==> src/design/exec_consts.svh <==
// Widths and link steps of the execute stage; RV32 only, shifts limited to 5-bit amounts
`ifndef EXEC_CONSTS_SVH
`define EXEC_CONSTS_SVH

////////////////////////////////////////
// Datapath
////////////////////////////////////////

// Register and address width
`define EXEC_XLEN       32

// Flow tag width, wraps after 8 redirects
`define EXEC_TAG_W      3

// Low bits of the second operand used by shifts
`define EXEC_SHAMT_W    5

// One write enable per byte of a word
`define EXEC_BE_W       4

// Link offsets for normal and compressed instructions
`define EXEC_PC_STEP    4
`define EXEC_PC_STEP_C  2

`endif

==> src/design/exec_pkg.sv <==
// Types shared by the execute stage; ops arrive already decoded, no CSR or M extension ops
`include "exec_consts.svh"

package exec_pkg;

    typedef enum logic [5:0] {
        NOP, ADD, SUB, AND, OR, XOR,
        SLL, SRL, SRA, SLT, SLTU, LUI,
        JAL, JALR,
        BEQ, BNE, BLT, BLTU, BGE, BGEU,
        LB, LBU, LH, LHU, LW,
        SB, SH, SW,
        ECALL, EBREAK, MRET
    } op_e;

    typedef enum logic [1:0] {
        USER    = 2'b00,
        MACHINE = 2'b11
    } priv_e;

    // Standard mcause encodings
    typedef enum logic [3:0] {
        INSTR_MISALIGNED = 4'd0,
        ILLEGAL_INSTR    = 4'd2,
        BREAKPOINT       = 4'd3,
        ECALL_U          = 4'd8,
        ECALL_M          = 4'd11,
        NO_EXC           = 4'd15
    } exc_code_e;

    ////////////////////////////////////////
    // Records between stages and units
    ////////////////////////////////////////

    typedef struct packed {
        op_e                      op;
        logic [`EXEC_XLEN-1:0]    pc;
        logic [`EXEC_XLEN-1:0]    first_op;
        logic [`EXEC_XLEN-1:0]    second_op;
        logic [`EXEC_XLEN-1:0]    third_op;
        logic                     compressed;
        logic [`EXEC_TAG_W-1:0]   tag;
        logic                     illegal;
        logic                     misaligned_fetch;
    } issue_t;

    typedef struct packed {
        logic                     eq;
        logic                     lt;
        logic                     ltu;
        logic [`EXEC_XLEN-1:0]    sum;
    } cmp_t;

    typedef struct packed {
        logic [`EXEC_XLEN-1:0]    addr;
        logic                     read_en;
        logic [`EXEC_BE_W-1:0]    write_be;
        logic [`EXEC_XLEN-1:0]    write_data;
    } mem_req_t;

    typedef struct packed {
        logic                     taken;
        logic [`EXEC_XLEN-1:0]    target;
    } redirect_t;

    typedef struct packed {
        logic                     raise;
        logic                     mret;
        exc_code_e                code;
    } trap_t;

    typedef struct packed {
        logic                     write_en;
        op_e                      op;
        logic [`EXEC_XLEN-1:0]    result;
    } wb_t;

endpackage

==> src/design/alu_core.sv <==
// Combinational ALU; LUI expects the shifted immediate on the second operand
`timescale 1ns/100ps
`include "exec_consts.svh"

module alu_core (
    input   exec_pkg::issue_t           issue_i,
    output  logic [`EXEC_XLEN-1:0]      result_o,
    output  exec_pkg::cmp_t             cmp_o
);

    import exec_pkg::*;

    logic [`EXEC_XLEN-1:0]      op_a;
    logic [`EXEC_XLEN-1:0]      op_b;
    logic [`EXEC_SHAMT_W-1:0]   shamt;

    logic [`EXEC_XLEN-1:0]      sum2_a;
    logic [`EXEC_XLEN-1:0]      sum2_b;
    logic [`EXEC_XLEN-1:0]      sum;
    logic [`EXEC_XLEN-1:0]      sum2;
    logic [`EXEC_XLEN-1:0]      sll_res;
    logic [`EXEC_XLEN-1:0]      srl_res;
    logic [`EXEC_XLEN-1:0]      sra_res;
    logic                       lt;
    logic                       ltu;

    assign op_a  = issue_i.first_op;
    assign op_b  = issue_i.second_op;
    assign shamt = op_b[`EXEC_SHAMT_W-1:0];

    ////////////////////////////////////////
    // Adders
    ////////////////////////////////////////

    // Second adder forms sub, the link value or pc plus the offset
    always_comb begin
        case (issue_i.op)
            SUB:     sum2_a = op_a;
            default: sum2_a = issue_i.pc;
        endcase
    end

    always_comb begin
        case (issue_i.op)
            JAL, JALR: begin
                sum2_b = issue_i.compressed ? `EXEC_XLEN'(`EXEC_PC_STEP_C)
                                            : `EXEC_XLEN'(`EXEC_PC_STEP);
            end
            SUB:       sum2_b = -op_b;
            default:   sum2_b = issue_i.third_op;
        endcase
    end

    assign sum  = op_a + op_b;
    assign sum2 = sum2_a + sum2_b;

    ////////////////////////////////////////
    // Shifts and compares
    ////////////////////////////////////////

    assign sll_res = op_a << shamt;
    assign srl_res = op_a >> shamt;
    assign sra_res = $signed(op_a) >>> shamt;

    assign lt  = $signed(op_a) < $signed(op_b);
    assign ltu = op_a < op_b;

    // Loads and stores take the address sum from the default arm
    always_comb begin
        case (issue_i.op)
            SUB, JAL, JALR: result_o = sum2;
            AND:            result_o = op_a & op_b;
            OR:             result_o = op_a | op_b;
            XOR:            result_o = op_a ^ op_b;
            SLL:            result_o = sll_res;
            SRL:            result_o = srl_res;
            SRA:            result_o = sra_res;
            SLT:            result_o = {{(`EXEC_XLEN-1){1'b0}}, lt};
            SLTU:           result_o = {{(`EXEC_XLEN-1){1'b0}}, ltu};
            LUI:            result_o = op_b;
            default:        result_o = sum;
        endcase
    end

    // Flags and sum for the branch and memory units
    assign cmp_o.eq  = (op_a == op_b);
    assign cmp_o.lt  = lt;
    assign cmp_o.ltu = ltu;
    assign cmp_o.sum = sum;

endmodule

==> src/design/branch_unit.sv <==
// Raw branch decision; killing and trap gating are applied later in flow control
`timescale 1ns/100ps
`include "exec_consts.svh"

module branch_unit (
    input   exec_pkg::issue_t           issue_i,
    input   exec_pkg::cmp_t             cmp_i,
    output  logic                       taken_o,
    output  logic [`EXEC_XLEN-1:0]      target_o
);

    import exec_pkg::*;

    logic [`EXEC_XLEN-1:0]  branch_target;

    // Conditional branches use pc plus the offset on the third operand
    assign branch_target = issue_i.pc + issue_i.third_op;

    ////////////////////////////////////////
    // Condition
    ////////////////////////////////////////

    always_comb begin
        case (issue_i.op)
            BEQ:       taken_o = cmp_i.eq;
            BNE:       taken_o = ~cmp_i.eq;
            BLT:       taken_o = cmp_i.lt;
            BLTU:      taken_o = cmp_i.ltu;
            BGE:       taken_o = ~cmp_i.lt;
            BGEU:      taken_o = ~cmp_i.ltu;
            JAL, JALR: taken_o = 1'b1;
            default:   taken_o = 1'b0;
        endcase
    end

    ////////////////////////////////////////
    // Target
    ////////////////////////////////////////

    // Jumps take the operand sum, jalr clears bit 0
    always_comb begin
        case (issue_i.op)
            JALR:    target_o = {cmp_i.sum[`EXEC_XLEN-1:1], 1'b0};
            JAL:     target_o = cmp_i.sum;
            default: target_o = branch_target;
        endcase
    end

endmodule

==> src/design/lsu_request.sv <==
// Word-aligned data memory request; misaligned halfword and word accesses are not trapped
`timescale 1ns/100ps
`include "exec_consts.svh"

module lsu_request (
    input   exec_pkg::issue_t           issue_i,
    input   logic [`EXEC_XLEN-1:0]      sum_i,
    output  exec_pkg::mem_req_t         mem_o
);

    import exec_pkg::*;

    logic [1:0]     byte_sel;

    assign byte_sel = sum_i[1:0];

    // Address always points at the containing word
    assign mem_o.addr    = {sum_i[`EXEC_XLEN-1:2], 2'b00};
    assign mem_o.read_en = issue_i.op inside {LB, LBU, LH, LHU, LW};

    ////////////////////////////////////////
    // Store data and byte lanes
    ////////////////////////////////////////

    // Replicate so the selected lanes carry the value
    always_comb begin
        case (issue_i.op)
            SB:      mem_o.write_data = {4{issue_i.third_op[7:0]}};
            SH:      mem_o.write_data = {2{issue_i.third_op[15:0]}};
            default: mem_o.write_data = issue_i.third_op;
        endcase
    end

    always_comb begin
        case (issue_i.op)
            SB: begin
                case (byte_sel)
                    2'b11:   mem_o.write_be = 4'b1000;
                    2'b10:   mem_o.write_be = 4'b0100;
                    2'b01:   mem_o.write_be = 4'b0010;
                    default: mem_o.write_be = 4'b0001;
                endcase
            end
            SH: begin
                // Upper or lower halfword by address bit 1
                mem_o.write_be = byte_sel[1] ? 4'b1100 : 4'b0011;
            end
            SW:      mem_o.write_be = 4'b1111;
            default: mem_o.write_be = '0;
        endcase
    end

endmodule

==> src/design/flow_control.sv <==
// Tag based kill and trap priority; flow tag advances on redirect, trap or mret, ignoring stall
`timescale 1ns/100ps
`include "exec_consts.svh"

module flow_control (
    input   logic                       clk,
    input   logic                       reset_n,
    input   exec_pkg::issue_t           issue_i,
    input   logic                       flush_i,
    input   exec_pkg::priv_e            priv_i,
    input   logic                       taken_i,
    input   logic [`EXEC_XLEN-1:0]      target_i,
    output  logic                       killed_o,
    output  exec_pkg::redirect_t        redirect_o,
    output  exec_pkg::trap_t            trap_o,
    output  logic                       commit_o
);

    import exec_pkg::*;

    logic [`EXEC_TAG_W-1:0]     flow_tag;
    logic                       killed;
    logic                       writes_reg;

    ////////////////////////////////////////
    // Kill detection
    ////////////////////////////////////////

    // Stale tag means the instruction came from an abandoned path
    assign killed   = (issue_i.tag != flow_tag) | flush_i;
    assign killed_o = killed;

    assign redirect_o.taken  = taken_i & ~killed;
    assign redirect_o.target = target_i;

    always_ff @(posedge clk or negedge reset_n) begin
        if (!reset_n) begin
            flow_tag <= '0;
        end
        else if (redirect_o.taken | trap_o.raise | trap_o.mret) begin
            flow_tag <= flow_tag + 1'b1;
        end
    end

    ////////////////////////////////////////
    // Trap priority
    ////////////////////////////////////////

    always_comb begin
        trap_o.raise = 1'b0;
        trap_o.mret  = 1'b0;
        trap_o.code  = NO_EXC;
        if (!killed) begin
            if (issue_i.misaligned_fetch) begin
                trap_o.raise = 1'b1;
                trap_o.code  = INSTR_MISALIGNED;
            end
            else if (issue_i.illegal) begin
                trap_o.raise = 1'b1;
                trap_o.code  = ILLEGAL_INSTR;
            end
            else if (issue_i.op == ECALL) begin
                trap_o.raise = 1'b1;
                trap_o.code  = (priv_i == USER) ? ECALL_U : ECALL_M;
            end
            else if (issue_i.op == EBREAK) begin
                trap_o.raise = 1'b1;
                trap_o.code  = BREAKPOINT;
            end
            else if (issue_i.op == MRET) begin
                // Return only, no cause
                trap_o.mret = 1'b1;
            end
        end
    end

    ////////////////////////////////////////
    // Commit
    ////////////////////////////////////////

    assign writes_reg = !(issue_i.op inside {NOP, SB, SH, SW, BEQ, BNE, BLT, BLTU, BGE, BGEU,
                                             ECALL, EBREAK, MRET});

    assign commit_o = writes_reg & ~killed & ~trap_o.raise;

endmodule

==> src/design/execute_stage.sv <==
// Execute stage top; single-cycle ops only, stall_i is the sole back-pressure
`timescale 1ns/100ps
`include "exec_consts.svh"

module execute_stage (
    input   logic                       clk,
    input   logic                       reset_n,
    input   exec_pkg::issue_t           issue_i,
    input   logic                       stall_i,
    input   logic                       flush_i,
    input   exec_pkg::priv_e            priv_i,
    output  exec_pkg::wb_t              wb_o,
    output  exec_pkg::mem_req_t         mem_o,
    output  exec_pkg::redirect_t        redirect_o,
    output  exec_pkg::trap_t            trap_o,
    output  logic                       killed_o
);

    import exec_pkg::*;

    logic [`EXEC_XLEN-1:0]  alu_result;
    cmp_t                   cmp;
    logic                   br_taken;
    logic [`EXEC_XLEN-1:0]  br_target;
    logic                   commit;

    ////////////////////////////////////////
    // Units
    ////////////////////////////////////////

    alu_core u_alu (
        .issue_i    (issue_i),
        .result_o   (alu_result),
        .cmp_o      (cmp)
    );

    branch_unit u_branch (
        .issue_i    (issue_i),
        .cmp_i      (cmp),
        .taken_o    (br_taken),
        .target_o   (br_target)
    );

    // Killed requests still go out, memory squashes them downstream
    lsu_request u_lsu (
        .issue_i    (issue_i),
        .sum_i      (cmp.sum),
        .mem_o      (mem_o)
    );

    flow_control u_flow (
        .clk        (clk),
        .reset_n    (reset_n),
        .issue_i    (issue_i),
        .flush_i    (flush_i),
        .priv_i     (priv_i),
        .taken_i    (br_taken),
        .target_i   (br_target),
        .killed_o   (killed_o),
        .redirect_o (redirect_o),
        .trap_o     (trap_o),
        .commit_o   (commit)
    );

    ////////////////////////////////////////
    // Writeback register
    ////////////////////////////////////////

    // Holds its contents while stalled
    always_ff @(posedge clk or negedge reset_n) begin
        if (!reset_n) begin
            wb_o.write_en <= 1'b0;
            wb_o.op       <= NOP;
            wb_o.result   <= '0;
        end
        else if (!stall_i) begin
            wb_o.write_en <= commit;
            wb_o.op       <= issue_i.op;
            wb_o.result   <= alu_result;
        end
    end

endmodule

==> config.mk <==
export PLATFORM = sky130hd
export DESIGN_NAME = execute_stage
export DESIGN_NICKNAME = d
export VERILOG_FILES = /design/src/design/exec_pkg.sv /design/src/design/alu_core.sv /design/src/design/branch_unit.sv /design/src/design/lsu_request.sv /design/src/design/flow_control.sv /design/src/design/execute_stage.sv
export VERILOG_INCLUDE_DIRS = /design/src /design/src/design
export SDC_FILE = /design/constraint.sdc
export NUM_CORES = 1
export LEC_CHECK = 0
export BUFFER_PORTS_ARGS = -buffer_cell sky130_fd_sc_hd__buf_2
export CAP_MARGIN = 20
export CELL_PAD_IN_SITES_DETAIL_PLACEMENT = 0
export CELL_PAD_IN_SITES_GLOBAL_PLACEMENT = 2
export CORE_MARGIN = 2
export CORE_UTILIZATION = 30
export DETAILED_ROUTE_END_ITERATION = 10
export PLACE_DENSITY = 0.74
export SLEW_MARGIN = 10
export SYNTH_ARGS = -nofsm -noshare
export SYNTH_HDL_FRONTEND = slang
export SYNTH_SLANG_ARGS = --single-unit
==> constraint.sdc <==
create_clock -name clk -period 5.18 [get_ports clk]
set_input_delay 0.259 -clock clk [delete_from_list [all_inputs] [get_ports clk]]
set_output_delay 0.259 -clock clk [all_outputs]
set_load 0.05 [all_outputs]
======== Word level (Yosys, flattened, before mapping) ========
Index checks and enable logic that the tools add are counted.
cells by class
  add/sub/neg operators ................... 5
  $lt $le $gt $ge ......................... 2
  equal/unequal tests ..................... 34
  shifts and indexed selects .............. 3
  mux-type cells .......................... 25
  bitwise gates (word level) .............. 14
  reduce and logical (&&, ||, !) cells .... 7
operators by type and width
  operator                                                         count
  32-bit case mux with 10 select lines                             1
  32-bit case mux with 2 select lines                              3
  32-bit adder                                                     3
  6-bit by 5-bit == test with 1-bit output, second input constant  15
  32-bit < comparator                                              2
  6-bit by 4-bit == test with 1-bit output, second input constant  8
  32-bit AND                                                       1
  32-bit == test                                                   1
  32-bit 2-to-1 mux                                                1
  32-bit negation                                                  1
  32-bit bitwise OR                                                1
  32-bit by 5-bit left shift with 32-bit output                    1
  32-bit by 5-bit right shift with 32-bit output                   1
  32-bit by 5-bit >>> shifter with 32-bit output                   1
  32-bit XOR                                                       1
  6-bit by 3-bit == test with 1-bit output, second input constant  4
  4-bit case mux with 3 select lines                               2
  4-bit 2-to-1 mux                                                 5
  13-bit nonzero test                                              1
  6-bit by 2-bit == test with 1-bit output, second input constant  2
  1-bit 2-to-1 mux                                                 9
  1-bit case mux with 7 select lines                               1
  6-bit logical NOT                                                1
  6-bit 2-to-1 mux                                                 1
  other kinds (14)                                                 23
storage, ports and cells
  bits in registers ....................... 42
  output and inout bits ................... 148
  logic and storage cells ................. 94

======== Longest topological paths before layout ========
Gate-level depths: netlist of run 1.
  depth in word-level cells ............... 9
  gate-level depth with buffers ........... 23
  gate-level depth less buffers ........... 19

======== By module ========
A second synthesis of run 1 with hierarchy kept.
unflattened totals
  cells, all modules ...................... 2175
  area total of the unflattened synthesis .. 15265.9 um^2
by module, submodules not included
  module         times used  cells an instance  area an instance (um^2)
  alu_core       1           1576               10193.5
  branch_unit    1           318                2065.7
  execute_stage  1           82                 1493.9
  lsu_request    1           123                917.1
  flow_control   1           76                 595.6

======== Worst setup path before layout of run 1 ========
Ideal clock, no wire load.
  kind .................................... input to output
  from .................................... input port issue_i[41] (netlist name)
  to ...................................... output port redirect_o[31] (netlist name)
  arrival time ............................ 5.212 ns
  data required time ...................... 4.921 ns
  setup slack ............................. -0.291 ns
  cell stages on the path ................. 14
  cell sequence ........................... clkbuf_1 -> inv_2 -> buf_1 -> clkbuf_1 -> ha_1 -> o21ai_0 -> o21ai_0 -> nand2_1 -> o32a_1 -> o21ai_1 -> a21oi_1 -> o2bb2ai_1 -> xnor2_1 -> a2111oi_0
RTL lines
  item         RTL line             text
  from (decl)  execute_stage.sv:8   input exec_pkg::issue_t issue_i,
  to (decl)    execute_stage.sv:14  output exec_pkg::redirect_t redirect_o,

==> impl_results.html, run 1 <==
<table>
<tr><th>Metric</th><th>Value</th></tr>
<tr><th colspan="2">Status</th></tr>
<tr><td>Outcome</td><td>finished clean</td></tr>
<tr><th colspan="2">Clocking</th></tr>
<tr><td>Reg clk slew, reported paths</td><td>70 ps</td></tr>
<tr><td>Quantity of hold-fixing buffers added after cts</td><td>0</td></tr>
<tr><td>Clock buffer count from CTS</td><td>5</td></tr>
<tr><td>Post CTS Setup Buffer Count</td><td>0</td></tr>
<tr><td>Maximum buffer depth of the clock tree</td><td>2</td></tr>
<tr><td>TritonCTS clock tree</td><td>done</td></tr>
<tr><td>CTS HTree Levels</td><td>2</td></tr>
<tr><td>Number of gates resized after cts</td><td>0</td></tr>
<tr><td>Clock latency on the worst-skew pair</td><td>330 ps</td></tr>
<tr><td>Master cell of the clock root buffer</td><td>sky130_fd_sc_hd__clkbuf_16</td></tr>
<tr><td>Num Clock Sinks</td><td>42</td></tr>
<tr><th colspan="2">Critical path</th></tr>
<tr><td>Family of cells with the greatest summed delay on the critical path</td><td>compound AO/OA/AOI/OAI gates</td></tr>
<tr><td>Standard cell with the maximum stage delay on the critical path</td><td>sky130_fd_sc_hd__buf_4</td></tr>
<tr><td>Crit-path max cell delay</td><td>460 ps</td></tr>
<tr><td>Worst path required time</td><td>4920 ps</td></tr>
<tr><td>Worst flop-to-flop path startpoint</td><td>u_flow.flow_tag[2]$_DFFE_PN0P_</td></tr>
<tr><td>Critical Path Fanout Max</td><td>40</td></tr>
<tr><td>Cell chain of the critical path</td><td>buf_2 &gt; buf_4 &gt; inv_2 &gt; ha_1 &gt; o21ai_0 &gt; o21ai_0 &gt; nand2_1 &gt; o32a_1 &gt; o21ai_1 &gt; a21oi_1 &gt; o2bb2ai_1 &gt; xnor2_1 &gt; buf_4 &gt; a2111oi_1 &gt; buf_2</td></tr>
<tr><td>Path depth of the worst reg2reg path</td><td>8</td></tr>
<tr><td>Critical path endpoint category</td><td>output pin</td></tr>
<tr><td>Kind of launch point of the worst setup path</td><td>input pin</td></tr>
<tr><td>Critical R2R Capture</td><td>u_flow.flow_tag[1]$_DFFE_PN0P_</td></tr>
<tr><td>Worst path buffer plus inverter count</td><td>5</td></tr>
<tr><td>Arrival time of data at the critical path endpoint</td><td>4410 ps</td></tr>
<tr><td>Class of the most critical setup path</td><td>input pin to output pin</td></tr>
<tr><td>Setup slack, reg-to-reg</td><td>2660 ps</td></tr>
<tr><th colspan="2">Timing</th></tr>
<tr><td>Final-report setup violation count</td><td>0</td></tr>
<tr><td>Layout Skew</td><td>14.16 ps</td></tr>
<tr><td>Min cycle time layout</td><td>4668 ps</td></tr>
<tr><td>Slew HR</td><td>0.3381</td></tr>
<tr><td>Slew of the pin with the lowest slew margin</td><td>979.0 ps</td></tr>
<tr><td>Final critical-path share of the clock period</td><td>0.9012</td></tr>
<tr><td>Pins Over Slew Limit</td><td>0</td></tr>
<tr><td>Max Clk Rate</td><td>214.2 MHz</td></tr>
<tr><td>Setup TNS</td><td>0 ps</td></tr>
<tr><td>Final setup slack of the worst path</td><td>512.0 ps</td></tr>
<tr><td>Unrepaired setup endpoints after global routing</td><td>false</td></tr>
<tr><td>Hold Violations, Final</td><td>0</td></tr>
<tr><th colspan="2">GRT</th></tr>
<tr><td>Global-route wire length before repair</td><td>112400 um</td></tr>
<tr><td>Largest net degree at the start of global routing</td><td>63</td></tr>
<tr><td>Global-route total usage across every layer</td><td>0.3013</td></tr>
<tr><td>Vias in the first global route</td><td>16010</td></tr>
<tr><td>Remaining global-route overflow</td><td>0</td></tr>
<tr><td>Antenna violations before repair</td><td>6</td></tr>
<tr><th colspan="2">Pwr</th></tr>
<tr><td>Power density of the placed cells</td><td>206.1 nW/um^2</td></tr>
<tr><td>Pwr Total</td><td>0.003550 W</td></tr>
<tr><td>Static leakage power</td><td>7.624 nW</td></tr>
<tr><td>VDD IR max</td><td>112.0 uV</td></tr>
<tr><th colspan="2">Detailed routing</th></tr>
<tr><td>Routed wire per std cell</td><td>27.33 um</td></tr>
<tr><td>Number of vias per cell</td><td>5.997</td></tr>
<tr><td>Initial DRC Count</td><td>1842</td></tr>
<tr><td>Residual DRC</td><td>0</td></tr>
<tr><td>DR vias</td><td>17790</td></tr>
<tr><td>Number of optimization iterations in the first detailed-route pass</td><td>8</td></tr>
<tr><td>Routed wire length</td><td>81060 um</td></tr>
<tr><td>Antenna Nets Post-Route</td><td>0</td></tr>
<tr><th colspan="2">Layout</th></tr>
<tr><td>Storage element area</td><td>1051 um^2</td></tr>
<tr><td>NumNets Final</td><td>2608</td></tr>
<tr><td>Number of non-filler instances in the completed layout</td><td>2966</td></tr>
<tr><td>Layout area overhead</td><td>15.51%</td></tr>
<tr><td>Final-layout fill cell count</td><td>5446</td></tr>
<tr><td>Multi-input gate area in the final layout</td><td>12860 um^2</td></tr>
<tr><td>Share of cells above drive strength 1</td><td>0.2075</td></tr>
<tr><td>Commonest cells after routing, fill and taps aside</td><td>sky130_fd_sc_hd__buf_2 (289), sky130_fd_sc_hd__nor2_1 (227), sky130_fd_sc_hd__nand2_1 (204), sky130_fd_sc_hd__o21ai_0 (184), sky130_fd_sc_hd__a21oi_1 (179)</td></tr>
<tr><td>Leading cell type in the layout, fill and taps excluded</td><td>sky130_fd_sc_hd__buf_2</td></tr>
<tr><th colspan="2">Floorplanning</th></tr>
<tr><td>Count of standard-cell rows</td><td>81</td></tr>
<tr><td>Placeable core region</td><td>49050 um^2</td></tr>
<tr><td>Initial Utilization</td><td>0.3040</td></tr>
<tr><td>Die Y-Extent</td><td>227.0 um</td></tr>
<tr><td>Number of top-level pins</td><td>294</td></tr>
<tr><td>Full die area</td><td>51510 um^2</td></tr>
<tr><td>Horizontal die dimension</td><td>227.0 um</td></tr>
<tr><th colspan="2">Synthesis</th></tr>
<tr><td>Number of warnings printed during yosys synthesis</td><td>0</td></tr>
<tr><td>Primary flip-flop cell chosen by synthesis mapping</td><td>sky130_fd_sc_hd__dfrtp_1</td></tr>
<tr><td>Leading post-synthesis cells by cell area</td><td>sky130_fd_sc_hd__ha_1 (14%), sky130_fd_sc_hd__mux4_2 (9.2%), sky130_fd_sc_hd__dfrtp_1 (7.0%), sky130_fd_sc_hd__o21ai_0 (6.2%), sky130_fd_sc_hd__a21oi_1 (6.0%)</td></tr>
<tr><td>Synth Register Bits</td><td>42</td></tr>
<tr><td>Most area-hungry cell type in the Yosys netlist</td><td>sky130_fd_sc_hd__ha_1</td></tr>
<tr><td>Sequential share of the synthesized area</td><td>0.07048</td></tr>
<tr><td>Number of library cell types mapped by synthesis</td><td>91</td></tr>
<tr><td>Async S/R FF share, synth</td><td>1.000</td></tr>
<tr><td>Top cell type's share of synthesized area</td><td>0.1351</td></tr>
<tr><td>Post-Syn Area</td><td>14910 um^2</td></tr>
<tr><td>Number of enable-type register cells in the synthesized netlist</td><td>0</td></tr>
<tr><td>Cells after synthesis</td><td>2084</td></tr>
<tr><td>Synth Area per Inst</td><td>7.155 um^2</td></tr>
<tr><th colspan="2">Place</th></tr>
<tr><td>Final GP Congestion</td><td>0.9844</td></tr>
<tr><td>Worst setup slack after placement</td><td>479.9 ps</td></tr>
<tr><td>Hpwl dp</td><td>66480 um</td></tr>
<tr><td>Total of buffers placed on input and output ports</td><td>291</td></tr>
<tr><td>Count of placed standard cells including taps</td><td>2955</td></tr>
<tr><th colspan="2">Run</th></tr>
<tr><td>Max-Cap Viols</td><td>0</td></tr>
<tr><th colspan="2">Min path</th></tr>
<tr><td>Worst hold-check path type</td><td>input pin to async pin</td></tr>
</table>
synth_stat cells, drive strengths merged, types with 20 or more instances:
| master | instances |
|---|---|
| nor2 | 231 |
| nand2 | 204 |
| o21ai | 190 |
| a21oi | 180 |
| ha | 161 |
| inv | 109 |
| clkbuf | 92 |
| xnor2 | 72 |
| mux4 | 61 |
| buf | 51 |
| dfrtp | 42 |
| mux2i | 40 |
| nor3 | 39 |
| a21o | 38 |
| nand3 | 37 |
| xor2 | 35 |
| nand2b | 32 |
| o31ai | 29 |
| mux2 | 27 |
| nor2b | 27 |
| o22ai | 27 |
| a221oi | 26 |
| a211oi | 25 |
| nand4 | 23 |
| a22oi | 22 |
| nor4 | 20 |
layout make-up:
cell class	count	area share
multi-input combinational	1790	0.7464
timing repair buffer	349	0.1101
sequential	42	0.06102
tap	664	0.04823
inverter	110	0.02397
clock buffer	5	0.007264
clock inverter	3	0.002542
antenna	3	0.0004358
worst max-delay path by stage:
stage / startpoint / endpoint / slack [ps] / cells past startpoint
CTS: issue_i[40] / redirect_o[31] / 660 / 15
floorplan: issue_i[41] / redirect_o[30] / 330 / 14
global route: issue_i[41] / redirect_o[30] / 470 / 13
finish: issue_i[40] / redirect_o[31] / 510 / 15
global placement: issue_i[51] / wb_o[30]$_DFFE_PN0N_ / 540 / 15
detailed placement: issue_i[51] / wb_o[30]$_DFFE_PN0N_ / 480 / 15
power by group:
group	switching, W	internal (W)
Clock	0.000177	0.000230
Combinational	0.00191	0.000782
Sequential	0.0000569	0.000391
routing by layer:
metal  vias up  part of all wire  global-route usage
met4         4             0.029             0.08982
met5         -           0.00030            0.005693
li1       8140                 -                   -
met2       929              0.43              0.4541
met3       106             0.094             0.05756
met1      8607              0.45              0.4325
per-stage QoR:
stage	utilization	area [um^2]	hold slack, ps
2_1_floorplan	-	14920	-36.59
3_3_place_gp	0.3476	17050	404.2
3_5_place_dp	0.3476	17050	407.5
4_1_cts	0.3510	17220	64.74
5_1_grt	0.3511	17220	94.93
6_report	0.3512	17230	45.34
registers in the layout, indices dropped and copies added, names as in the netlist:
| name | cells |
|---|---|
| u_flow.flow_tag | 3 |
| wb_o | 39 |
cells by family (layout without fill, tap and decap cells):
| logic type | Yosys count | in the layout | share of synthesized area |
|---|---|---|---|
| compound gates | 700 | 700 | 0.3024 |
| buf+inv | 253 | 467 | 0.06889 |
| fa+ha+maj | 164 | 164 | 0.1391 |
| mux | 128 | 128 | 0.1402 |
| simple gates | 689 | 689 | 0.2158 |
| flops | 42 | 42 | 0.07048 |
| other cells | 1 | 5 | 0.0002515 |
| xor+xnor | 107 | 107 | 0.06285 |
No activity file was read; power rests on OpenSTA's default activity.
==> inputs of run 2 (changes only) <==
--- a/config.mk
+++ b/config.mk
@@ -6,14 +6,14 @@
 export SDC_FILE = /design/constraint.sdc
 export NUM_CORES = 1
 export LEC_CHECK = 0
-export BUFFER_PORTS_ARGS = -buffer_cell sky130_fd_sc_hd__buf_2
 export CAP_MARGIN = 20
 export CELL_PAD_IN_SITES_DETAIL_PLACEMENT = 0
 export CELL_PAD_IN_SITES_GLOBAL_PLACEMENT = 2
 export CORE_MARGIN = 2
 export CORE_UTILIZATION = 30
 export DETAILED_ROUTE_END_ITERATION = 10
-export PLACE_DENSITY = 0.74
+export DONT_BUFFER_PORTS = 1
+export PLACE_DENSITY = 0.65
 export SLEW_MARGIN = 10
 export SYNTH_ARGS = -nofsm -noshare
 export SYNTH_HDL_FRONTEND = slang
==> run 2 against run 1 <==
Compared with the run above: wire length grew 1.8%; critical path depth rose by 3; register-to-register slack got worse by 890 ps; combinational power shrank 19%; global-route usage up 1.0 points; die area unchanged; largest cell class unchanged.
==> impl_results.html, run 2 (synthesis results as in run 1) <==
<table>
<tr><th>Metric</th><th>Value</th></tr>
<tr><th colspan="2">Detailed routing</th></tr>
<tr><td>Antenna Nets Post-Route</td><td>0</td></tr>
<tr><td>Initial DRC Count</td><td>1506</td></tr>
<tr><td>Residual DRC</td><td>0</td></tr>
<tr><td>DR vias</td><td>16770</td></tr>
<tr><td>Routed wire per std cell</td><td>30.73 um</td></tr>
<tr><td>Number of optimization iterations in the first detailed-route pass</td><td>6</td></tr>
<tr><td>Number of vias per cell</td><td>6.242</td></tr>
<tr><td>Routed wire length</td><td>82550 um</td></tr>
<tr><th colspan="2">Critical path</th></tr>
<tr><td>Class of the most critical setup path</td><td>input pin to flip-flop</td></tr>
<tr><td>Standard cell with the maximum stage delay on the critical path</td><td>sky130_fd_sc_hd__or3_1</td></tr>
<tr><td>Critical Path Fanout Max</td><td>66</td></tr>
<tr><td>Cell chain of the critical path</td><td>inv_2 &gt; ha_1 &gt; nand3_1 &gt; inv_1 &gt; nand4_1 &gt; or3_1 &gt; or4_1 &gt; xnor2_1 &gt; o21ai_0 &gt; ha_1 &gt; and3_1 &gt; nand2_1 &gt; o21ai_0 &gt; a21oi_1 &gt; o21ai_1 &gt; a21oi_1 &gt; o21ai_0 &gt; o221a_2</td></tr>
<tr><td>Worst path buffer plus inverter count</td><td>2</td></tr>
<tr><td>Most frequent cell on the critical path</td><td>sky130_fd_sc_hd__o21ai_0</td></tr>
<tr><td>Worst path required time</td><td>5410 ps</td></tr>
<tr><td>Arrival time of data at the critical path endpoint</td><td>4620 ps</td></tr>
<tr><td>Family of cells with the greatest summed delay on the critical path</td><td>simple AND/OR/NAND/NOR gates</td></tr>
<tr><td>Kind of launch point of the worst setup path</td><td>input pin</td></tr>
<tr><td>Crit-path max cell delay</td><td>510 ps</td></tr>
<tr><td>Critical path endpoint category</td><td>flip-flop</td></tr>
<tr><th colspan="2">Layout</th></tr>
<tr><td>Number of flip-flops in the largest register</td><td>39</td></tr>
<tr><td>Final cell utilization of the core</td><td>0.3261</td></tr>
<tr><td>Layout area overhead</td><td>7.258%</td></tr>
<tr><td>Largest reg by FF count</td><td>wb_o</td></tr>
<tr><td>Leading cell type in the layout, fill and taps excluded</td><td>sky130_fd_sc_hd__nor2_1</td></tr>
<tr><td>Commonest cells after routing, fill and taps aside</td><td>sky130_fd_sc_hd__nor2_1 (227), sky130_fd_sc_hd__nand2_1 (204), sky130_fd_sc_hd__a21oi_1 (178), sky130_fd_sc_hd__o21ai_0 (174), sky130_fd_sc_hd__ha_1 (161)</td></tr>
<tr><td>Biggest registers after layout</td><td>wb_o (39), u_flow.flow_tag (3)</td></tr>
<tr><td>NumNets Final</td><td>2330</td></tr>
<tr><td>Share of cells above drive strength 1</td><td>0.1064</td></tr>
<tr><th colspan="2">GRT</th></tr>
<tr><td>Largest net degree at the start of global routing</td><td>78</td></tr>
<tr><td>Most congested layer reported by global routing</td><td>met2</td></tr>
<tr><td>Global-route wire length before repair</td><td>115600 um</td></tr>
<tr><td>Met3 track demand over resource in global routing</td><td>0.06957</td></tr>
<tr><td>Global-route total usage across every layer</td><td>0.3116</td></tr>
<tr><td>Fraction of met2 tracks used by global routing</td><td>0.4773</td></tr>
<tr><td>Vias in the first global route</td><td>15830</td></tr>
<tr><td>Global routing met1 resource utilization</td><td>0.4321</td></tr>
<tr><td>Antenna violations before repair</td><td>6</td></tr>
<tr><td>Remaining global-route overflow</td><td>0</td></tr>
<tr><th colspan="2">Floorplanning</th></tr>
<tr><td>Count of standard-cell rows</td><td>81</td></tr>
<tr><td>Placeable core region</td><td>49050 um^2</td></tr>
<tr><td>Die Y-Extent</td><td>227.0 um</td></tr>
<tr><td>Initial Utilization</td><td>0.3040</td></tr>
<tr><td>Number of top-level pins</td><td>294</td></tr>
<tr><td>Horizontal die dimension</td><td>227.0 um</td></tr>
<tr><td>Full die area</td><td>51510 um^2</td></tr>
<tr><th colspan="2">Timing</th></tr>
<tr><td>Hold Violations, Final</td><td>0</td></tr>
<tr><td>Setup TNS</td><td>0 ps</td></tr>
<tr><td>Slew HR</td><td>0.2248</td></tr>
<tr><td>Slew of the pin with the lowest slew margin</td><td>1166 ps</td></tr>
<tr><td>Min cycle time layout</td><td>4394 ps</td></tr>
<tr><td>Pins Over Slew Limit</td><td>0</td></tr>
<tr><td>Layout Skew</td><td>1.326 ps</td></tr>
<tr><td>Final-report setup violation count</td><td>0</td></tr>
<tr><td>Max Clk Rate</td><td>227.6 MHz</td></tr>
<tr><td>Final critical-path share of the clock period</td><td>0.8483</td></tr>
<tr><td>Unrepaired setup endpoints after global routing</td><td>false</td></tr>
<tr><th colspan="2">Pwr</th></tr>
<tr><td>Power Internal</td><td>0.001323 W</td></tr>
<tr><td>VDD IR max</td><td>109.1 uV</td></tr>
<tr><td>Part of the total power dissipated in the clock network</td><td>0.129</td></tr>
<tr><td>Static leakage power</td><td>6.611 nW</td></tr>
<tr><td>Power density of the placed cells</td><td>202.9 nW/um^2</td></tr>
<tr><td>Power share of the combinational group</td><td>0.670</td></tr>
<tr><td>Net switching power of the design</td><td>0.001923 W</td></tr>
<tr><td>Portion of total power attributed to sequential cells</td><td>0.201</td></tr>
<tr><td>Switching portion of total power</td><td>0.5925</td></tr>
<tr><th colspan="2">Clocking</th></tr>
<tr><td>Post CTS Setup Buffer Count</td><td>0</td></tr>
<tr><td>Maximum buffer depth of the clock tree</td><td>2</td></tr>
<tr><td>TritonCTS clock tree</td><td>done</td></tr>
<tr><td>Number of gates resized after cts</td><td>0</td></tr>
<tr><td>CTS HTree Levels</td><td>2</td></tr>
<tr><td>Master cell of the clock root buffer</td><td>sky130_fd_sc_hd__clkbuf_16</td></tr>
<tr><td>Clock latency on the worst-skew pair</td><td>310 ps</td></tr>
<tr><td>Reg clk slew, reported paths</td><td>90 ps</td></tr>
<tr><td>Clock buffer count from CTS</td><td>5</td></tr>
<tr><td>Num Clock Sinks</td><td>42</td></tr>
<tr><th colspan="2">Run</th></tr>
<tr><td>Max-Cap Viols</td><td>0</td></tr>
<tr><th colspan="2">Place</th></tr>
<tr><td>Total of buffers placed on input and output ports</td><td>0</td></tr>
<tr><td>Hpwl dp</td><td>65710 um</td></tr>
<tr><td>Final GP Congestion</td><td>0.9297</td></tr>
<tr><th colspan="2">Min path</th></tr>
<tr><td>Worst hold-check path type</td><td>input pin to flip-flop</td></tr>
<tr><th colspan="2">Status</th></tr>
<tr><td>Outcome</td><td>finished clean</td></tr>
</table>
run 2: cell types whose count changed in the layout (fill, tap and decap cells not counted), sizes merged:
| cell | previous run | this run |
|---|---|---|
| dlygate4sd3 | 0 | 1 |
| buf | 349 | 70 |
| diode | 3 | 1 |
| clkinv | 2 | 3 |
| inv | 110 | 109 |
run 2: worst paths after layout:
| path | depth (start not counted) | slack [ps] | start | endpoint |
|---|---|---|---|---|
| max | 18 | 790 | issue_i[38] | wb_o[29]$_DFFE_PN0N_ |
| min | 1 | 30 | stall_i | wb_o[27]$_DFFE_PN0N_ |
| max reg2reg | 8 | 1770 | u_flow.flow_tag[2]$_DFFE_PN0P_ | u_flow.flow_tag[1]$_DFFE_PN0P_ |
| min reg2reg | 1 | 510 | u_flow.flow_tag[2]$_DFFE_PN0P_ | u_flow.flow_tag[2]$_DFFE_PN0P_ |
| max in group asynchronous | 2 | 4430 | reset_n | wb_o[9]$_DFFE_PN0N_ |
| min in group asynchronous | 2 | 460 | reset_n | wb_o[32]$_DFFE_PN0N_ |
run 2: repair_timing:
action,4_1_cts,5_1_grt
hold endpoints to repair,42,0
hold buffers,2,0
setup endpoints to repair,0,0
run 2: power groups by stage:
stage          clock network (W)  registers, W  logic [W]
2_1_floorplan                  0      0.000618    0.00161
3_3_place_gp                   0      0.000658    0.00213
3_5_place_dp                   0      0.000656    0.00213
4_1_cts                 0.000430      0.000650    0.00215
5_1_grt                 0.000435      0.000657    0.00231
6_report                0.000419      0.000651    0.00218
run 2: cell type report:
class | count | area (um^2)
Fill cell | 5405 | 33060
Multi-Input combinational cell | 1790 | 12960
Sequential cell | 42 | 1051
Tap cell | 664 | 830.8
Timing Repair Buffer | 71 | 568.0
Inverter | 110 | 412.9
Clock buffer | 5 | 125.1
Clock inverter | 3 | 40.04
Antenna cell | 1 | 2.502
run 2: worst reg2reg max path: cells and delay by family (launching register included):
kind,cells,cell delay [ps]
muxes,1,330
DFF,1,410
xor gates and xnor gates,1,180
and+or+nand+nor,5,2190
AOI/OAI and AO/OA,1,190
run 2: through the flow:
step	power [W]	hold WS (ps)	setup slack (ps)	cells	cell area, um^2
finish	0.003245	30.01	786.0	2686	15990
global route	0.003406	25.16	578.5	2685	15990
CTS	0.003233	20.41	886.1	2684	15980
detailed placement	0.002788	-35.07	531.6	2674	15780
global placement	0.002792	-35.59	646.4	2674	15780
floorplan	0.002227	-36.59	326.3	2085	14920
run 2: routing by layer:
metal	up-vias	share of wire
li1	7595	-
met1	8262	0.44
met2	802	0.43
met3	98	0.088
met4	10	0.034
met5	-	0.00087
==> inputs of run 3 (changes only) <==
--- a/config.mk
+++ b/config.mk
@@ -6,6 +6,7 @@
 export SDC_FILE = /design/constraint.sdc
 export NUM_CORES = 1
 export LEC_CHECK = 0
+export ABC_AREA = 1
 export CAP_MARGIN = 20
 export CELL_PAD_IN_SITES_DETAIL_PLACEMENT = 0
 export CELL_PAD_IN_SITES_GLOBAL_PLACEMENT = 2
@@ -13,7 +14,7 @@
 export CORE_UTILIZATION = 30
 export DETAILED_ROUTE_END_ITERATION = 10
 export DONT_BUFFER_PORTS = 1
-export PLACE_DENSITY = 0.65
+export PLACE_DENSITY = 0.76
 export SLEW_MARGIN = 10
 export SYNTH_ARGS = -nofsm -noshare
 export SYNTH_HDL_FRONTEND = slang
==> constraint.sdc (replaced) <==
create_clock -name clk -period 3.8 [get_ports clk]
set_input_delay 0.19 -clock clk [delete_from_list [all_inputs] [get_ports clk]]
set_output_delay 0.19 -clock clk [all_outputs]
set_load 0.05 [all_outputs]
==> run 3 against run 2 <==
Compared with the run above: first-iteration DRC count rose by 65%; largest cell class unchanged; count of clock-buffer cells in the layout did not move; non-clock buffer count rose by 105; highest routed layer unchanged; sequential share of layout area fell by 0.65 points; clock skew fell by 0.82 ps; die area rose by 4.8%; clock power rose by 6.9%; register-to-register slack got worse by 560 ps; wire length rose by 33%; synthesized cell count rose by 41%; largest power group unchanged; global-route usage rose by 8.3 points.
==> impl_results.html, run 3 <==
<table>
<tr><th>Metric</th><th>Value</th></tr>
<tr><th colspan="2">Status</th></tr>
<tr><td>Outcome</td><td>finished clean</td></tr>
<tr><th colspan="2">Clocking</th></tr>
<tr><td>Post CTS Setup Buffer Count</td><td>0</td></tr>
<tr><td>Clock buffer count from CTS</td><td>5</td></tr>
<tr><td>CTS HTree Levels</td><td>2</td></tr>
<tr><td>Master cell of the clock root buffer</td><td>sky130_fd_sc_hd__clkbuf_16</td></tr>
<tr><td>TritonCTS clock tree</td><td>done</td></tr>
<tr><td>Clock latency on the worst-skew pair</td><td>290 ps</td></tr>
<tr><td>Maximum buffer depth of the clock tree</td><td>2</td></tr>
<tr><td>Num Clock Sinks</td><td>42</td></tr>
<tr><td>Reg clk slew, reported paths</td><td>60 ps</td></tr>
<tr><th colspan="2">Layout</th></tr>
<tr><td>Commonest cells after routing, fill and taps aside</td><td>sky130_fd_sc_hd__nand2_1 (831), sky130_fd_sc_hd__inv_1 (372), sky130_fd_sc_hd__o21ai_0 (321), sky130_fd_sc_hd__nor2_1 (253), sky130_fd_sc_hd__nand3_1 (208)</td></tr>
<tr><td>Layout area overhead</td><td>13.52%</td></tr>
<tr><td>Share of cells above drive strength 1</td><td>0.08047</td></tr>
<tr><td>Biggest registers after layout</td><td>wb_o (39), u_flow.flow_tag (3)</td></tr>
<tr><td>Largest reg by FF count</td><td>wb_o</td></tr>
<tr><td>Number of non-filler instances in the completed layout</td><td>3677</td></tr>
<tr><td>Leading cell type in the layout, fill and taps excluded</td><td>sky130_fd_sc_hd__nand2_1</td></tr>
<tr><td>NumNets Final</td><td>3304</td></tr>
<tr><td>Number of flip-flops in the largest register</td><td>39</td></tr>
<tr><th colspan="2">Synthesis</th></tr>
<tr><td>Sequential share of the synthesized area</td><td>0.06722</td></tr>
<tr><td>Leading post-synthesis cells by cell area</td><td>sky130_fd_sc_hd__nand2_1 (20%), sky130_fd_sc_hd__ha_1 (13%), sky130_fd_sc_hd__o21ai_0 (12%), sky130_fd_sc_hd__inv_1 (9.0%), sky130_fd_sc_hd__dfrtp_1 (6.7%)</td></tr>
<tr><td>Top cells by count, synth</td><td>sky130_fd_sc_hd__nand2_1 (831), sky130_fd_sc_hd__inv_1 (374), sky130_fd_sc_hd__o21ai_0 (365)</td></tr>
<tr><td>Most area-hungry cell type in the Yosys netlist</td><td>sky130_fd_sc_hd__nand2_1</td></tr>
<tr><td>Most frequent cell after synthesis</td><td>sky130_fd_sc_hd__nand2_1</td></tr>
<tr><td>Async S/R FF share, synth</td><td>1.000</td></tr>
<tr><td>Cells after synthesis</td><td>2930</td></tr>
<tr><td>Top cell type's share of synthesized area</td><td>0.1995</td></tr>
<tr><td>Post-Syn Area</td><td>15640 um^2</td></tr>
<tr><td>Synth Register Bits</td><td>42</td></tr>
<tr><td>Primary flip-flop cell chosen by synthesis mapping</td><td>sky130_fd_sc_hd__dfrtp_1</td></tr>
<tr><td>Number of warnings printed during yosys synthesis</td><td>0</td></tr>
<tr><td>Number of library cell types mapped by synthesis</td><td>55</td></tr>
<tr><td>Synth Area per Inst</td><td>5.337 um^2</td></tr>
<tr><td>Number of enable-type register cells in the synthesized netlist</td><td>0</td></tr>
<tr><th colspan="2">Place</th></tr>
<tr><td>Count of placed standard cells including taps</td><td>3664</td></tr>
<tr><td>Total of buffers placed on input and output ports</td><td>0</td></tr>
<tr><td>Hpwl dp</td><td>94080 um</td></tr>
<tr><td>Final GP Congestion</td><td>1.029</td></tr>
<tr><th colspan="2">Timing</th></tr>
<tr><td>Slew of the pin with the lowest slew margin</td><td>1114 ps</td></tr>
<tr><td>Hold Violations, Final</td><td>0</td></tr>
<tr><td>Setup TNS</td><td>0 ps</td></tr>
<tr><td>Pins Over Slew Limit</td><td>0</td></tr>
<tr><td>Final critical-path share of the clock period</td><td>0.9440</td></tr>
<tr><td>Slew HR</td><td>0.2595</td></tr>
<tr><td>Max Clk Rate</td><td>278.8 MHz</td></tr>
<tr><td>Min cycle time layout</td><td>3587 ps</td></tr>
<tr><td>Unrepaired setup endpoints after global routing</td><td>false</td></tr>
<tr><td>Layout Skew</td><td>0.5030 ps</td></tr>
<tr><td>Final-report setup violation count</td><td>0</td></tr>
<tr><th colspan="2">Floorplanning</th></tr>
<tr><td>Initial Utilization</td><td>0.3042</td></tr>
<tr><td>Count of standard-cell rows</td><td>83</td></tr>
<tr><td>Placeable core region</td><td>51410 um^2</td></tr>
<tr><td>Full die area</td><td>53960 um^2</td></tr>
<tr><td>Die Y-Extent</td><td>232.3 um</td></tr>
<tr><td>Horizontal die dimension</td><td>232.3 um</td></tr>
<tr><td>Number of top-level pins</td><td>294</td></tr>
<tr><th colspan="2">Detailed routing</th></tr>
<tr><td>Initial DRC Count</td><td>2480</td></tr>
<tr><td>Routed wire length</td><td>109800 um</td></tr>
<tr><td>Number of optimization iterations in the first detailed-route pass</td><td>8</td></tr>
<tr><td>Routed wire per std cell</td><td>29.87 um</td></tr>
<tr><td>Number of vias per cell</td><td>5.780</td></tr>
<tr><td>DR vias</td><td>21250</td></tr>
<tr><td>Antenna Nets Post-Route</td><td>0</td></tr>
<tr><td>Residual DRC</td><td>0</td></tr>
<tr><th colspan="2">GRT</th></tr>
<tr><td>Global-route total usage across every layer</td><td>0.3942</td></tr>
<tr><td>Remaining global-route overflow</td><td>0</td></tr>
<tr><td>Largest net degree at the start of global routing</td><td>80</td></tr>
<tr><td>Vias in the first global route</td><td>19720</td></tr>
<tr><td>Antenna violations before repair</td><td>10</td></tr>
<tr><td>Global-route wire length before repair</td><td>151100 um</td></tr>
<tr><th colspan="2">Critical path</th></tr>
<tr><td>Critical R2R Capture</td><td>u_flow.flow_tag[0]$_DFFE_PN0P_</td></tr>
<tr><td>Crit-path max cell delay</td><td>440 ps</td></tr>
<tr><td>Most frequent cell on the critical path</td><td>sky130_fd_sc_hd__nand2_1</td></tr>
<tr><td>Standard cell with the maximum stage delay on the critical path</td><td>sky130_fd_sc_hd__ha_1</td></tr>
<tr><td>Worst path required time</td><td>3980 ps</td></tr>
<tr><td>Arrival time of data at the critical path endpoint</td><td>3770 ps</td></tr>
<tr><td>Critical Path Fanout Max</td><td>79</td></tr>
<tr><td>Path depth of the worst reg2reg path</td><td>8</td></tr>
<tr><td>Timing startpoint of the critical path</td><td>issue_i[38]</td></tr>
<tr><td>Worst flop-to-flop path startpoint</td><td>u_flow.flow_tag[2]$_DFFE_PN0P_</td></tr>
<tr><td>Setup slack, reg-to-reg</td><td>1210 ps</td></tr>
<tr><td>Kind of launch point of the worst setup path</td><td>input pin</td></tr>
<tr><td>Class of the most critical setup path</td><td>input pin to flip-flop</td></tr>
<tr><td>Cell chain of the critical path</td><td>inv_1 &gt; ha_1 &gt; inv_1 &gt; nor2_2 &gt; nand4_1 &gt; nor2_1 &gt; inv_1 &gt; nor2_1 &gt; nor4b_1 &gt; nand2_1 &gt; nand3_1 &gt; o21ai_0 &gt; ha_1 &gt; nand2_1 &gt; nor2_1 &gt; inv_1 &gt; nor4_1 &gt; nand3_1 &gt; nand2_1 &gt; nand2_1 &gt; nand3_1 &gt; nand2_1 &gt; nand3_1 &gt; nand2_1</td></tr>
<tr><td>Critical path endpoint category</td><td>flip-flop</td></tr>
<tr><th colspan="2">Min path</th></tr>
<tr><td>Worst hold-check path type</td><td>input pin to flip-flop</td></tr>
<tr><td>Origin of the worst min-delay path</td><td>issue_i[136]</td></tr>
<tr><td>Min-Delay Endpoint</td><td>wb_o[34]$_DFFE_PN0N_</td></tr>
<tr><td>Instance count along the most critical hold path</td><td>2</td></tr>
<tr><th colspan="2">Pwr</th></tr>
<tr><td>Portion of total power attributed to sequential cells</td><td>0.179</td></tr>
<tr><td>Power Internal</td><td>0.001790 W</td></tr>
<tr><td>Switching portion of total power</td><td>0.6338</td></tr>
<tr><td>Static leakage power</td><td>8.953 nW</td></tr>
<tr><td>Power density of the placed cells</td><td>275.4 nW/um^2</td></tr>
<tr><td>Net switching power of the design</td><td>0.003099 W</td></tr>
<tr><td>Part of the total power dissipated in the clock network</td><td>0.092</td></tr>
<tr><td>Power share of the combinational group</td><td>0.729</td></tr>
<tr><td>VDD IR max</td><td>293.7 uV</td></tr>
<tr><th colspan="2">Run</th></tr>
<tr><td>Max-Cap Viols</td><td>0</td></tr>
</table>
==> run 3: area by class of cell <==
type	count	area, um^2
diodes	2	5.005
clock buffers	5	125.1
clock inverters	3	23.77
fillers	5950	33650
inverters	384	1441
multi-input cells	2385	12670
flip-flops and latches	42	1051
well taps	680	850.8
repair buffers	176	1584
==> run 3: critical path, delay by kind of cell <==
family | cells | cell delay [ps]
AOI/OAI and AO/OA | 1 | 190
and+or+nand+nor | 17 | 2460
adders and majority gates | 2 | 620
buffers and inverters | 4 | 280
==> run 3: layer usage <==
layer / vias up / part of all wire / GRT usage
li1: 9812 / - / -
met1: 10090 / 0.42 / 0.5169
met2: 1132 / 0.43 / 0.6077
met3: 211 / 0.091 / 0.08694
met4: 10 / 0.057 / 0.1901
met5: - / 0.00066 / 0
==> run 3: worst max path at each step <==
stage,end,depth (start not counted)
floorplan,wb_o[23]$_DFFE_PN0N_,29
global placement,wb_o[29]$_DFFE_PN0N_,24
detailed placement,wb_o[25]$_DFFE_PN0N_,22
CTS,wb_o[25]$_DFFE_PN0N_,22
global route,wb_o[31]$_DFFE_PN0N_,25
finish,wb_o[30]$_DFFE_PN0N_,24
==> run 3: logic make-up after synthesis <==
logic type                 synth area share
AOI/OAI and AO/OA                    0.2632
xor gates and xnor gates            0.02297
adders and majority gates            0.1327
buffers and inverters                0.1262
DFF                                 0.06722
muxes                              0.009602
other                             0.0002398
and+or+nand+nor                      0.3779
==> run 3: timing repair <==
item	4_1_cts	5_1_grt
hold buffers	3	0
hold endpoints to repair	43	0
setup endpoints to repair	0	2
gates resized for setup	0	3
==> run 3: power groups by stage <==
stage	Clock, W	Combinational, W	Sequential, W
final	0.000448	0.00356	0.000877
after CTS	0.000455	0.00348	0.000878
after global routing	0.000467	0.00376	0.000889
after detailed placement	0	0.00345	0.000887
after global placement	0	0.00347	0.000885
after floorplan	0	0.00212	0.000849
==> run 3: stage by stage <==
step	power (W)	worst slack [ps]	hold WS, ps	area (um^2)	util
after global routing	0.005115	16.41	11.90	17750	0.3452
after floorplan	0.002966	32.27	-105.6	15660	-
final	0.004889	212.6	7.784	17750	0.3453
after global placement	0.004353	110.1	-104.5	17540	0.3412
after detailed placement	0.004340	80.22	-104.6	17540	0.3412
after CTS	0.004817	361.1	1.811	17740	0.3450
